**src/logic/prefetchAddrPkg.sv**
```systemverilog
// Prefetch address types
`default_nettype none

package prefetchAddrPkg;

    // default address width, the top level hands it down as ADDR_BITS
    localparam int ADDR_W = 32;

    // the stride needs one extra bit so any difference of two addresses fits
    localparam int STRIDE_W = ADDR_W + 1;

    localparam int AGE_W = 8; // enough for the queue timeout count

    // request, window and prefetch addresses
    typedef logic [ADDR_W-1:0] addr_t;

    // difference between two consecutive read addresses
    typedef logic signed [STRIDE_W-1:0] stride_t;

    // cycles an entry has been waiting in the queue
    typedef logic [AGE_W-1:0] age_t;

endpackage : prefetchAddrPkg

`default_nettype wire

```
**src/logic/prefetchCtrlPkg.sv**
```systemverilog
// Prefetch control types
`default_nettype none

package prefetchCtrlPkg;

    import prefetchAddrPkg::*;

    // stride detection states
    typedef enum logic [1:0] {
        sIdle   = 2'b00, // nothing seen yet
        sArm    = 2'b01, // one reference address held
        sActive = 2'b10  // stride confirmed, prefetching
    } ctrlState_e;

    // demand read as seen by the controller and the queue
    typedef struct packed {
        logic  valid;
        addr_t addr;
    } readReq_s;

    // prefetch window, both bounds inclusive
    typedef struct packed {
        addr_t bar;
        addr_t limit;
    } window_s;

    // one queue slot
    typedef struct packed {
        logic  valid;
        addr_t addr;
        age_t  age;
    } pfEntry_s;

    // learned stream handed from the controller to the generator
    typedef struct packed {
        logic    active;
        stride_t stride;
        addr_t   baseAddr; // last demand address of the stream
    } strideInfo_s;

endpackage : prefetchCtrlPkg

`default_nettype wire

```
**src/logic/prefetcherCtrl.sv**
```systemverilog
// Stride detection controller
`timescale 1ns/1ps
`default_nettype none

module prefetcherCtrl
    import prefetchAddrPkg::*, prefetchCtrlPkg::*;
#(
    parameter int ADDR_BITS = ADDR_W
) (
    input  wire         clk,
    input  wire         resetN,
    input  wire         en,
    input  wire         readReq_s req,
    input  wire         window_s  window,
    output logic        rangeHit,   // request lies inside the window
    output strideInfo_s strideInfo,
    output logic        flushN      // one cycle low on a stride break
);

    ctrlState_e curState;
    ctrlState_e nxtState;

    logic [ADDR_BITS-1:0] lastAddr;   // last in-window demand address
    stride_t              storedStride;
    stride_t              nxtStride;
    stride_t              curStride;
    logic                 nxtFlushN;
    logic                 train;      // request that may move the FSM
    logic                 strideHit;
    logic                 zeroStride;

    // window check, independent of valid so it can be probed directly
    assign rangeHit = (req.addr >= window.bar) && (req.addr <= window.limit);

    assign train = en && req.valid && rangeHit;

    // both operands are zero extended, so the difference keeps its sign
    assign curStride  = $signed({1'b0, req.addr}) - $signed({1'b0, lastAddr});
    assign zeroStride = (curStride == '0);
    assign strideHit  = (curStride == storedStride);

    always_ff @(posedge clk) begin
        if (!resetN) begin
            curState     <= sIdle;
            storedStride <= '0;
            lastAddr     <= '0;
            flushN       <= 1'b1;
        end else if (en) begin
            curState     <= nxtState;
            storedStride <= nxtStride;
            flushN       <= nxtFlushN;
            if (train) begin
                lastAddr <= req.addr; // every training request becomes the new reference
            end
        end
    end

    always_comb begin
        nxtState  = curState;
        nxtStride = storedStride;
        nxtFlushN = 1'b1;

        case (curState)
            sIdle: begin
                if (train) begin
                    nxtState = sArm;
                end
            end
            sArm: begin
                // a repeated address teaches nothing, wait for a real step
                if (train && !zeroStride) begin
                    nxtState  = sActive;
                    nxtStride = curStride;
                end
            end
            sActive: begin
                if (train && !strideHit && !zeroStride) begin
                    // stream broken, old prefetches are useless
                    nxtState  = sArm;
                    nxtFlushN = 1'b0;
                end
            end
            default: begin
                nxtState = sIdle;
            end
        endcase
    end

    // the generator only looks at these while active
    assign strideInfo.active   = (curState == sActive);
    assign strideInfo.stride   = storedStride;
    assign strideInfo.baseAddr = lastAddr;

endmodule : prefetcherCtrl

`default_nettype wire

```
**src/logic/prefetchAddrGen.sv**
```systemverilog
// Prefetch address generator
`timescale 1ns/1ps
`default_nettype none

module prefetchAddrGen
    import prefetchAddrPkg::*, prefetchCtrlPkg::*;
#(
    parameter int ADDR_BITS = ADDR_W,
    parameter int LOOKAHEAD = 4
) (
    input  wire         clk,
    input  wire         resetN,
    input  wire         en,
    input  wire         strideInfo_s strideInfo,
    input  wire         window_s     window,
    input  wire         flushN,
    input  wire         almostFull,
    output logic        prefetchedAddrValid,
    output addr_t       prefetchedAddr
);

    // room for base + (LOOKAHEAD+1) strides without overflow
    localparam int WIDE   = ADDR_BITS + 4;
    localparam int STEP_W = $clog2(LOOKAHEAD + 2);

    // next step n to try, so n-1 is the highest step already handled
    logic [STEP_W-1:0]      nextStep;
    logic                   prevActive;
    logic [ADDR_BITS-1:0]   prevBase;
    logic signed [WIDE-1:0] candAddr;   // baseAddr + nextStep * stride
    logic signed [WIDE-1:0] baseWide;
    logic signed [WIDE-1:0] strideWide;
    logic                   baseMoved;
    logic                   advance;
    logic                   candOk;

    assign baseWide   = $signed({{(WIDE-ADDR_BITS){1'b0}}, strideInfo.baseAddr});
    assign strideWide = strideInfo.stride; // sign extended

    // new stream or a demand step along the current one
    assign baseMoved = strideInfo.active && (!prevActive || (strideInfo.baseAddr != prevBase));

    assign advance = en && flushN && strideInfo.active && prevActive && !baseMoved &&
                     (nextStep <= STEP_W'(LOOKAHEAD)) && !almostFull;

    // upper bits flag a wrap past either end of the address space
    assign candOk = (candAddr[WIDE-1:ADDR_BITS] == '0) &&
                    (candAddr[ADDR_BITS-1:0] >= window.bar) &&
                    (candAddr[ADDR_BITS-1:0] <= window.limit);

    assign prefetchedAddrValid = advance && candOk; // skipped steps still use a cycle
    assign prefetchedAddr      = candAddr[ADDR_BITS-1:0];

    always_ff @(posedge clk) begin
        if (!resetN) begin
            nextStep   <= STEP_W'(1);
            prevActive <= 1'b0;
        end else if (en) begin
            if (!flushN) begin
                nextStep   <= STEP_W'(1);
                prevActive <= 1'b0;
            end else if (baseMoved) begin
                prevActive <= 1'b1;
                prevBase   <= strideInfo.baseAddr;
                if (prevActive && (nextStep > STEP_W'(1))) begin
                    // base moved one stride, so the candidate address is unchanged
                    nextStep <= nextStep - 1'b1;
                end else begin
                    nextStep <= STEP_W'(1);
                    candAddr <= baseWide + strideWide;
                end
            end else if (!strideInfo.active) begin
                prevActive <= 1'b0;
            end else if (advance) begin
                nextStep <= nextStep + 1'b1;
                candAddr <= candAddr + strideWide;
            end
        end
    end

endmodule : prefetchAddrGen

`default_nettype wire

```
**src/logic/prefetchQueue.sv**
```systemverilog
// Prefetched address queue
`timescale 1ns/1ps
`default_nettype none

module prefetchQueue
    import prefetchAddrPkg::*, prefetchCtrlPkg::*;
#(
    parameter int QUEUE_DEPTH = 8,
    parameter int TIMEOUT     = 64
) (
    input  wire      clk,
    input  wire      resetN,
    input  wire      en,
    input  wire      readReq_s req,
    input  wire      prefetchedAddrValid,
    input  wire      addr_t    prefetchedAddr,
    input  wire      flushN,
    output logic     addrReqHit,  // demand read found a prefetched entry
    output logic     almostFull   // at most one free slot left
);

    localparam int IDX_W = (QUEUE_DEPTH > 1) ? $clog2(QUEUE_DEPTH) : 1;
    localparam int CNT_W = $clog2(QUEUE_DEPTH + 1);

    pfEntry_s entries [QUEUE_DEPTH];

    logic [QUEUE_DEPTH-1:0] hitVec;
    logic [QUEUE_DEPTH-1:0] expireVec;
    logic [IDX_W-1:0]       allocIdx;
    logic                   allocOk;
    logic [CNT_W-1:0]       freeCnt;

    // parallel compare against every slot
    always_comb begin
        for (int i = 0; i < QUEUE_DEPTH; i++) begin
            hitVec[i]    = req.valid && entries[i].valid && (entries[i].addr == req.addr);
            expireVec[i] = entries[i].valid && (entries[i].age == age_t'(TIMEOUT - 1));
        end
    end

    // scanning downwards leaves the lowest free slot selected
    always_comb begin
        allocOk  = 1'b0;
        allocIdx = '0;
        freeCnt  = '0;
        for (int i = QUEUE_DEPTH - 1; i >= 0; i--) begin
            if (!entries[i].valid) begin
                allocOk  = 1'b1;
                allocIdx = IDX_W'(i);
                freeCnt  = freeCnt + 1'b1;
            end
        end
    end

    assign addrReqHit = |hitVec;
    assign almostFull = (freeCnt <= CNT_W'(1));

    always_ff @(posedge clk) begin
        if (!resetN) begin
            for (int i = 0; i < QUEUE_DEPTH; i++) begin
                entries[i].valid <= 1'b0;
            end
        end else if (en) begin
            for (int i = 0; i < QUEUE_DEPTH; i++) begin
                if (!flushN) begin
                    entries[i].valid <= 1'b0; // push in the flush cycle is lost too
                end else if (entries[i].valid) begin
                    if (hitVec[i] || expireVec[i]) begin
                        entries[i].valid <= 1'b0; // consumed or stale
                    end else begin
                        entries[i].age <= entries[i].age + 1'b1;
                    end
                end else if (prefetchedAddrValid && allocOk && (allocIdx == IDX_W'(i))) begin
                    entries[i].valid <= 1'b1;
                    entries[i].addr  <= prefetchedAddr;
                    entries[i].age   <= '0;
                end
            end
        end
    end

endmodule : prefetchQueue

`default_nettype wire

```
**src/logic/prefetcherTop.sv**
```systemverilog
// Stride prefetcher top level
`timescale 1ns/1ps
`default_nettype none

module prefetcherTop
    import prefetchAddrPkg::*, prefetchCtrlPkg::*;
#(
    parameter int ADDR_BITS   = ADDR_W,
    parameter int LOOKAHEAD   = 4,
    parameter int QUEUE_DEPTH = 8,
    parameter int TIMEOUT     = 64
) (
    input  wire      clk,
    input  wire      resetN,
    input  wire      en,
    input  wire      readReq_s req,       // demand reads only
    input  wire      window_s  window,    // held static during a run
    output logic     rangeHit,
    output logic     addrReqHit,
    output logic     prefetchedAddrValid,
    output addr_t    prefetchedAddr,
    output logic     flushN
);

    strideInfo_s strideInfo;
    logic        almostFull;

    prefetcherCtrl #(
        .ADDR_BITS (ADDR_BITS)
    ) ctrl (
        .clk        (clk),
        .resetN     (resetN),
        .en         (en),
        .req        (req),
        .window     (window),
        .rangeHit   (rangeHit),
        .strideInfo (strideInfo),
        .flushN     (flushN)
    );

    prefetchAddrGen #(
        .ADDR_BITS (ADDR_BITS),
        .LOOKAHEAD (LOOKAHEAD)
    ) addrGen (
        .clk                 (clk),
        .resetN              (resetN),
        .en                  (en),
        .strideInfo          (strideInfo),
        .window              (window),
        .flushN              (flushN),
        .almostFull          (almostFull),
        .prefetchedAddrValid (prefetchedAddrValid),
        .prefetchedAddr      (prefetchedAddr)
    );

    prefetchQueue #(
        .QUEUE_DEPTH (QUEUE_DEPTH),
        .TIMEOUT     (TIMEOUT)
    ) queue (
        .clk                 (clk),
        .resetN              (resetN),
        .en                  (en),
        .req                 (req),
        .prefetchedAddrValid (prefetchedAddrValid),
        .prefetchedAddr      (prefetchedAddr),
        .flushN              (flushN),
        .addrReqHit          (addrReqHit),
        .almostFull          (almostFull)
    );

endmodule : prefetcherTop

`default_nettype wire

```
**config.mk**
```make
export PLATFORM = sky130hd
export DESIGN_NAME = prefetcherTop
export DESIGN_NICKNAME = d
export VERILOG_FILES = /design/src/logic/prefetchAddrPkg.sv /design/src/logic/prefetchCtrlPkg.sv /design/src/logic/prefetcherCtrl.sv /design/src/logic/prefetchAddrGen.sv /design/src/logic/prefetchQueue.sv /design/src/logic/prefetcherTop.sv
export SDC_FILE = /design/constraint.sdc
export NUM_CORES = 1
export LEC_CHECK = 0
export ABC_AREA = 0
export BUFFER_PORTS_ARGS = -buffer_cell sky130_fd_sc_hd__buf_2
export CAP_MARGIN = 15
export CORE_MARGIN = 4
export CORE_UTILIZATION = 30
export DETAILED_ROUTE_END_ITERATION = 16
export GPL_TIMING_DRIVEN = 0
export SLEW_MARGIN = 20
export SYNTH_ARGS = -nofsm -noshare
export SYNTH_HDL_FRONTEND = slang
export SYNTH_SLANG_ARGS = --single-unit
```
**constraint.sdc**
```tcl
create_clock -name clk -period 7.3 [get_ports clk]
set_input_delay 0.365 -clock clk [delete_from_list [all_inputs] [get_ports clk]]
set_output_delay 0.365 -clock clk [all_outputs]
set_load 0.02 [all_outputs]
```
Word level (Yosys, flattened, before mapping)
Memories as Yosys holds them, arrays and structs flattened. Index checks and enable logic that the tools add are counted.

Bitwise operators: 32. Shift operators: 0. Equal/unequal tests: 34. Reduce and logical (&&, ||, !) cells: 78. Div/mod/pow operators: 0. Order comparisons: 7. $add $sub $neg: 20. Multiplexer cells: 223. Multiply operators: 0.

Operators with widths (count): 32-bit equality test (8); 1-bit 2-to-1 mux (187); 36-bit 2-to-1 mux (4); 8-bit by 1-bit adder with 8-bit output, second input constant (8); 8-bit by 6-bit equality test with 1-bit output, second input constant (8); 32-bit >= comparator (2); 32-bit <= comparator (2); 8-bit 2-to-1 mux (8); 1-bit logical AND (50); 3-bit 2-to-1 mux (13); 36-bit by 33-bit adder with 36-bit output (1); 33-bit by 33-bit adder with 34-bit output (1); 33-bit equality test (1); 33-bit zero test (1); 32-bit by 32-bit subtractor with 33-bit output (1); 32-bit != test (1); 1-bit OR (32); 4-bit 2-to-1 mux (7); 4-bit by 1-bit adder with 4-bit output, second input constant (6); 3-bit equality test, second input constant (4); 1-bit logical OR (9); 4-bit AND reduction (2); 8-bit OR reduction (1); 3-bit by 2-bit equality test with 1-bit output, second input constant (2); other kinds (23) (35).

Word-level logic and storage cells: 403. Bits in writable memories: 328. Memories kept: 1. ROM bits: 0. Register bits after elaboration: 140. Output and inout port bits: 36. Latch bits: 0.

Memories: queue.entries (words 8, bits a word 41, rd ports 8, clocked after Yosys merged registers in 0, write ports 8, RTL line prefetchQueue.sv:25) `pfEntry_s entries [QUEUE_DEPTH];`.

Longest topological paths before layout
Gate-level depths: netlist of the first run. An unclocked memory read counts as a cell.

Word-level depth: 29. Mapped depth: 24. Mapped depth without buffers: 21.

Modules after synthesis
From an unflattened synthesis of the first run, not the netlist that was laid out.

Cell total of the unflattened synthesis: 2993. Area, all modules: 31051.0 µm².

Modules (own cells, without submodules): prefetchQueue (instances 1, cells each 1030, area an instance 15038.2 µm², seq. area each 9799.4 µm²); prefetchAddrGen (instances 1, cells each 1001, area an instance 8608.3 µm², seq. area each 2122.0 µm²); prefetcherCtrl (instances 1, cells each 962, area an instance 7404.6 µm², seq. area each 1361.3 µm²).

Least setup slack after synthesis of the first run
No wires, ideal clock.

Path type: register -> register. From: memory queue.entries[0][286] (netlist bit). To: register addrGen.candAddr[0], enable pin. Slack: -258 ps. Arrival time: 7076 ps. Cell stages (with the launch flop): 22. Buffers on the path: 1. Period minus slack after synthesis: 7558 ps. Data required time: 6818 ps. Cells stage by stage: edfxtp_1 -> inv_1 -> ha_1 -> buf_6 -> xnor2_1 -> ha_1 -> xnor3_1 -> nor2_1 -> a211o_1 -> nand2_1 -> inv_1 -> ha_1 -> xor2_1 -> nor2_1 -> or4_1 -> a21o_1 -> nand3_1 -> nor3_1 -> o211a_1 -> a211oi_2 -> or2_2 -> nor3b_1.

RTL lines: from (decl) (RTL line prefetchQueue.sv:25); to (signal assigned) (RTL line prefetchAddrGen.sv:70) `candAddr <= baseWide + strideWide;`; to (signal assigned) (RTL line prefetchAddrGen.sv:76) `candAddr <= candAddr + strideWide;`; to (decl) (RTL line prefetchAddrGen.sv:30) `logic signed [WIDE-1:0] candAddr;`.

==> flow_summary.ini, run 1 <==
[floorplanning]
start_util = 0.304
core_area_sq_um = 100000
dieHeight_um = 327
rows = 116
die_w_um = 327
io_pins = 136
die-area_sq_um = 107000

[yosys]
netlist_instances = 2951
synth_area_leaders = edfxtp_1 (39%), ha_1 (10%), xor2_1 (7.9%)
ys_ff_latch = 468
synth-main-ff-cell = edfxtp_1
synth_area_sq_um = 30500
synth_top_area_share = 0.385
avgSynthCellArea_sq_um = 10.3
yosys_warnings = 0
ys_async_sr_fraction = 0
syn-num-nets = 3302
yosys.area.top_type = edfxtp_1
ys_types = 89
synth-seq-area-share = 0.436
synth_edf_count = 391

[placement]
place.port_buffers = 131
placedInstanceArea_sq_um = 33100
place.gp.congestion = 0.924
dp_cells = 4447
hpwl_um = 81800

[sta]
fin_tns_setup_ns = 0
slew_violations = 0
finalClockSkew_ns = 0.0392
setup_viol = 0
timing.fmax_mhz = 146
max_slew.worst_pin.slew_ns = 1.26
min_period_ns = 6.83
post-route-period-util = 0.936
rsz0062_at_grt = no
slew_headroom = 0.162
hold_viol_final = 0

[critical_path]
cp.buffers_inverters = 4
crit_required_ns = 7.56
reg2reg_slack_ns = 0.47
worst_setup_path_start_kind = flop
cpPeakStageDelay_ns = 0.70
critPathTopFamily = compound AO/OA/AOI/OAI gates
critPathCaptureType = flop
worstPathMaxFanout = 42
r2r-start = queue.entries[0][327]
critPathArrivalTime_ns = 7.09
crit_path_top_delay_cell = buf_2
critPathLaunch = queue.entries[0][327]
cp_common_cell = ha_1
path_class = flop to flop
path_cells = inv_1 > ha_1 > buf_6 > xnor2_1 > ha_1 > xnor3_1 > nor2_1 > a211o_1 > nand2_1 > inv_1 > ha_1 > xor2_1 > nor2_1 > or4_1 > a21o_1 > nand3_1 > nor3_1 > o211a_1 > a211oi_2 > and4bb_1 > and2_1 > buf_2 > a31o_1

[power]
seq_power_share = 0.444
power_leakage_nw = 13.2
power_mw = 6.52
switching_share = 0.261
vdd_drop_max_mv = 0.171
power_switching_mw = 1.70
power_frac_comb = 0.126
p_per_area_nw_per_um2 = 187
p_int_mw = 4.82
clkPwrFrac = 0.431

[grt]
grt_usage = 0.192
antenna_found_initial = 5
grt_pass1_wl_um = 152000
overflow = 0
grt_pass1_vias = 22766
grt_max_degree = 43

[clocking]
worstSkewPairLatency_ns = 0.63
tritoncts = built
clockBufferDepth = 3
htree_levels = 2
cts.sinks = 468
cts_root_buf = clkbuf_16
numCtsBuffers = 52
clk_pin_slew_worst_paths_ns = 0.06

[finish]
area_delta_synth_final_pct = 14.3
layout_common_cells = edfxtp_1 (391), xor2_1 (274), ha_1 (248), nor2_1 (202), xnor2_1 (170)
fin_cells = 4548
nNetsFinal = 3495
final_cell_area_sq_um = 34900
drive_gt1_frac = 0.103
final_common_cell = edfxtp_1

[outcome]
status = finished, final reports clean

[drt]
drtIter0Drc = 2555
via_count = 24066
drc = 0
firstDrtPassIters = 6
wl_per_cell_um = 23.4
vias_per_cell = 5.29
drt.antenna.violating_nets = 0
finalWirelength_um = 106000

[worst_hold_path]
hold_path_class = input port to flop
min_from = resetN

[run]
cap_violations = 0
power by group through the flow:
stage	Clock (mW)	Sequential [mW]	Combinational, mW
after floorplan	0	2.94	0.538
after global placement	0	2.95	0.796
after detailed placement	0	2.95	0.808
after CTS	2.83	2.89	0.812
after global routing	2.93	2.89	0.895
final	2.81	2.89	0.821
timing repair:
item,4_1_cts,5_1_grt
buffers inserted,0,0
gates resized for setup,0,2
hold buffers,0,0
setup endpoints to repair,0,16
final cells by class:
class | instances | area (sq um)
Inverter | 153 | 574
Buffer | 144 | 731
Tap cell | 1357 | 1700
Sequential cell | 468 | 13300
Antenna cell | 3 | 7.51
Clock inverter | 35 | 419
Fill cell | 10160 | 65600
Multi-Input combinational cell | 2186 | 16000
Timing Repair Buffer | 139 | 822
Clock buffer | 63 | 1370
cells in the mapped netlist, drive strengths merged (82+ instances only):
cell / instances
nand3: 111
nand2: 141
inv: 153
nor2: 205
ha: 248
a21oi: 143
xnor2: 170
xor2: 274
o21ai: 139
edfxtp: 391
clkbuf: 82
through the flow:
stage / utilization / hold slack, ns / setup slack, ns
2_1_floorplan: - / 0.481 / 1.01
3_3_place_gp: 0.327 / 0.521 / -0.694
3_5_place_dp: 0.329 / 0.534 / 0.338
4_1_cts: 0.347 / 0.226 / 0.344
5_1_grt: 0.347 / 0.269 / 0.0583
6_report: 0.347 / 0.273 / 0.467
routing by layer:
metal	track usage	part of all wire
met5	0	0.000066
met4	0.0643	0.034
met3	0.0333	0.083
met2	0.308	0.46
met1	0.262	0.43
logic make-up (layout without fill, tap and decap cells):
| kind of cell | after synthesis | in the layout | synth area share |
|---|---|---|---|
| and+or+nand+nor | 835 | 835 | 0.142 |
| AOI/OAI and AO/OA | 607 | 607 | 0.132 |
| DFF | 468 | 468 | 0.436 |
| xor gates and xnor gates | 447 | 447 | 0.130 |
| buffers and inverters | 297 | 534 | 0.0425 |
| adders and majority gates | 251 | 251 | 0.104 |
| muxes | 46 | 46 | 0.0153 |
| other | 0 | 3 | 0 |
flip-flops by register name, summed over array words and instances, names as in the netlist:
register	count
addrGen.candAddr	36
addrGen.nextStep	3
addrGen.prevActive	1
addrGen.prevBase	32
ctrl.curState	2
ctrl.flushN	1
ctrl.lastAddr	32
ctrl.storedStride	33
queue.entries	328
final timing paths:
path	to	cells after the start
min	ctrl.flushN	3
min reg2reg	ctrl.storedStride[26]	2
max	queue.entries[0][290]	23
max reg2reg	queue.entries[0][290]	23
tightest hold or removal path, stage by stage:
cell and delay, ns:
clkbuf_1 0.20, nand2_1 0.14, o32a_1 0.13
Note: power is estimated with default switching activity, not from simulation.
==> run 2, diff against run 1 <==
--- a/config.mk
+++ b/config.mk
@@ -9,9 +9,11 @@
 export BUFFER_PORTS_ARGS = -buffer_cell sky130_fd_sc_hd__buf_2
 export CAP_MARGIN = 15
 export CORE_MARGIN = 4
-export CORE_UTILIZATION = 30
+export CORE_UTILIZATION = 48
 export DETAILED_ROUTE_END_ITERATION = 16
 export GPL_TIMING_DRIVEN = 0
+export PLACE_DENSITY = 0.67
+export SKIP_LAST_GASP = 1
 export SLEW_MARGIN = 20
 export SYNTH_ARGS = -nofsm -noshare
 export SYNTH_HDL_FRONTEND = slang
==> flow_summary.ini, run 2 (synthesis results as in run 1) <==
[outcome]
status = finished, final reports clean

[floorplanning]
die-area_sq_um = 67600
core_area_sq_um = 63000
io_pins = 136
dieHeight_um = 260
die_w_um = 260
start_util = 0.484
rows = 92

[drt]
finalWirelength_um = 105000
drtIter0Drc = 2610
wl_per_cell_um = 26.1
vias_per_cell = 6.13
via_count = 24687
drc = 0
firstDrtPassIters = 6
drt.antenna.violating_nets = 0

[critical_path]
crit_required_ns = 7.59
path_cells = inv_1 > ha_1 > buf_6 > xnor2_1 > ha_1 > xnor3_1 > nor2_1 > a211o_1 > nand2_1 > inv_1 > ha_1 > nand2b_1 > xnor2_1 > xnor2_1 > nand2_1 > o211a_1 > o41ai_1 > a21oi_2 > a211oi_2 > nand4bb_2 > buf_6 > nor3_2 > clkbuf_4 > a31o_2
critPathTopFamily = compound AO/OA/AOI/OAI gates
critPathArrivalTime_ns = 7.06
path_class = flop to flop
worstPathMaxFanout = 41
cp.buffers_inverters = 5
reg2reg_slack_ns = 0.54
critPathCaptureType = flop
critPathLaunch = queue.entries[0][327]
worst_setup_path_start_kind = flop
crit_path_top_delay_cell = clkbuf_4
r2r-start = queue.entries[0][327]
cpPeakStageDelay_ns = 0.58

[finish]
drive_gt1_frac = 0.100
area_delta_synth_final_pct = 11.0
top_register = queue.entries
final_cell_area_sq_um = 33800
fill_cells = 5574
fin_util = 0.537
final_common_cell = edfxtp_1
largest_registers = queue.entries x328, addrGen.candAddr x36, ctrl.storedStride x33
multiInputGateArea_sq_um = 15900
layout_common_cells = edfxtp_1 (391), xor2_1 (274), ha_1 (248), nor2_1 (202), xnor2_1 (170)
fin_cells = 4024
ff_latch_area_sq_um = 13300
antennaDiodeCount = 0
nNetsFinal = 3489
largest_register_ffs = 328

[clocking]
worstSkewPairLatency_ns = 0.61
tritoncts = built
cts.sinks = 468
post_cts_buffers = 0
htree_levels = 2
clockBufferDepth = 3
numCtsBuffers = 48
clk_pin_slew_worst_paths_ns = 0.06
cts_root_buf = clkbuf_16

[grt]
grt_max_degree = 43
grt_pass1_vias = 24008
grt_pass1_wl_um = 153000
overflow = 0
grt_usage = 0.303
antenna_found_initial = 0

[sta]
post-route-period-util = 0.927
rsz0062_at_grt = no
slew_headroom = 0.158
layout_setup_ws_ns = 0.535
slew_violations = 0
timing.fmax_mhz = 148
setup_viol = 0
min_period_ns = 6.76
finalClockSkew_ns = 0.0192
max_slew.worst_pin.slew_ns = 1.25
hold_viol_final = 0

[power]
p_int_mw = 4.45
power_leakage_nw = 13.0
clkPwrFrac = 0.393
power_frac_comb = 0.133
p_per_area_nw_per_um2 = 180
power_switching_mw = 1.65
vdd_drop_max_mv = 0.224
power_mw = 6.10
seq_power_share = 0.474
switching_share = 0.270

[placement]
hpwl_um = 80000
place.port_buffers = 131
place.gp.congestion = 1.01
dp_cells = 3934
place_ws_ns = 0.309
placedInstanceArea_sq_um = 32300

[run]
cap_violations = 0

[worst_hold_path]
min_from = resetN
hold_path_class = input port to flop
-- run 2: changes by cell type in the layout (fill, tap and decap cells not counted), sizes merged --
cell           change
clkinvlp           +4
clkbuf             -5
inv                +1
clkdlybuf4s18      -1
diode              -3
buf                -2
bufinv             -7
-- run 2: worst reg2reg max path, stage by stage, from the launching register on --
cell	delay, ns
edfxtp_1	0.55
inv_1	0.20
ha_1	0.33
buf_6	0.14
xnor2_1	0.37
ha_1	0.36
xnor3_1	0.29
nor2_1	0.04
a211o_1	0.33
nand2_1	0.13
inv_1	0.10
ha_1	0.20
nand2b_1	0.08
xnor2_1	0.07
xnor2_1	0.39
nand2_1	0.14
o211a_1	0.22
o41ai_1	0.48
a21oi_2	0.15
a211oi_2	0.41
nand4bb_2	0.15
buf_6	0.17
nor3_2	0.21
clkbuf_4	0.58
a31o_2	0.36
-- run 2: through the flow --
step / setup TNS, ns / hold WS [ns]
after global routing: 0 / 0.341
after global placement: -36.34 / 0.535
final: 0 / 0.324
after CTS: 0 / 0.286
after floorplan: 0 / 0.481
after detailed placement: 0 / 0.533
-- run 2: area by class of cell --
type                            count  area share
Tap cell                          846      0.0313
Buffer                            144      0.0216
Sequential cell                   468       0.393
Inverter                          153      0.0170
Clock buffer                       57      0.0365
Clock inverter                     33     0.00743
Multi-Input combinational cell   2186       0.471
Timing Repair Buffer              137      0.0225
-- run 2: path summary, 6_finish.rpt --
kind	to	cells after the start
max	queue.entries[0][166]	24
min	ctrl.flushN	3
max reg2reg	queue.entries[0][166]	24
min reg2reg	ctrl.storedStride[26]	2
-- run 2: per-layer routing --
metal,vias to the layer above,global-route usage,share of wire
met5,-,0,0
met4,0,0.170,0.064
met3,244,0.0357,0.079
met2,1163,0.493,0.46
met1,12056,0.395,0.40
li1,11224,-,-
-- run 2: what timing repair did --
item                       in CTS  in global routing
gates resized for setup         0                  3
setup endpoints to repair       0                 24
hold buffers                    0                  0
-- run 2: power groups by stage --
stage / Sequential [mW] / Combinational [mW] / Clock, mW
6_report: 2.89 / 0.812 / 2.40
4_1_cts: 2.89 / 0.796 / 2.39
5_1_grt: 2.89 / 0.882 / 2.50
3_5_place_dp: 2.95 / 0.791 / 0
2_1_floorplan: 2.94 / 0.538 / 0
3_3_place_gp: 2.95 / 0.770 / 0
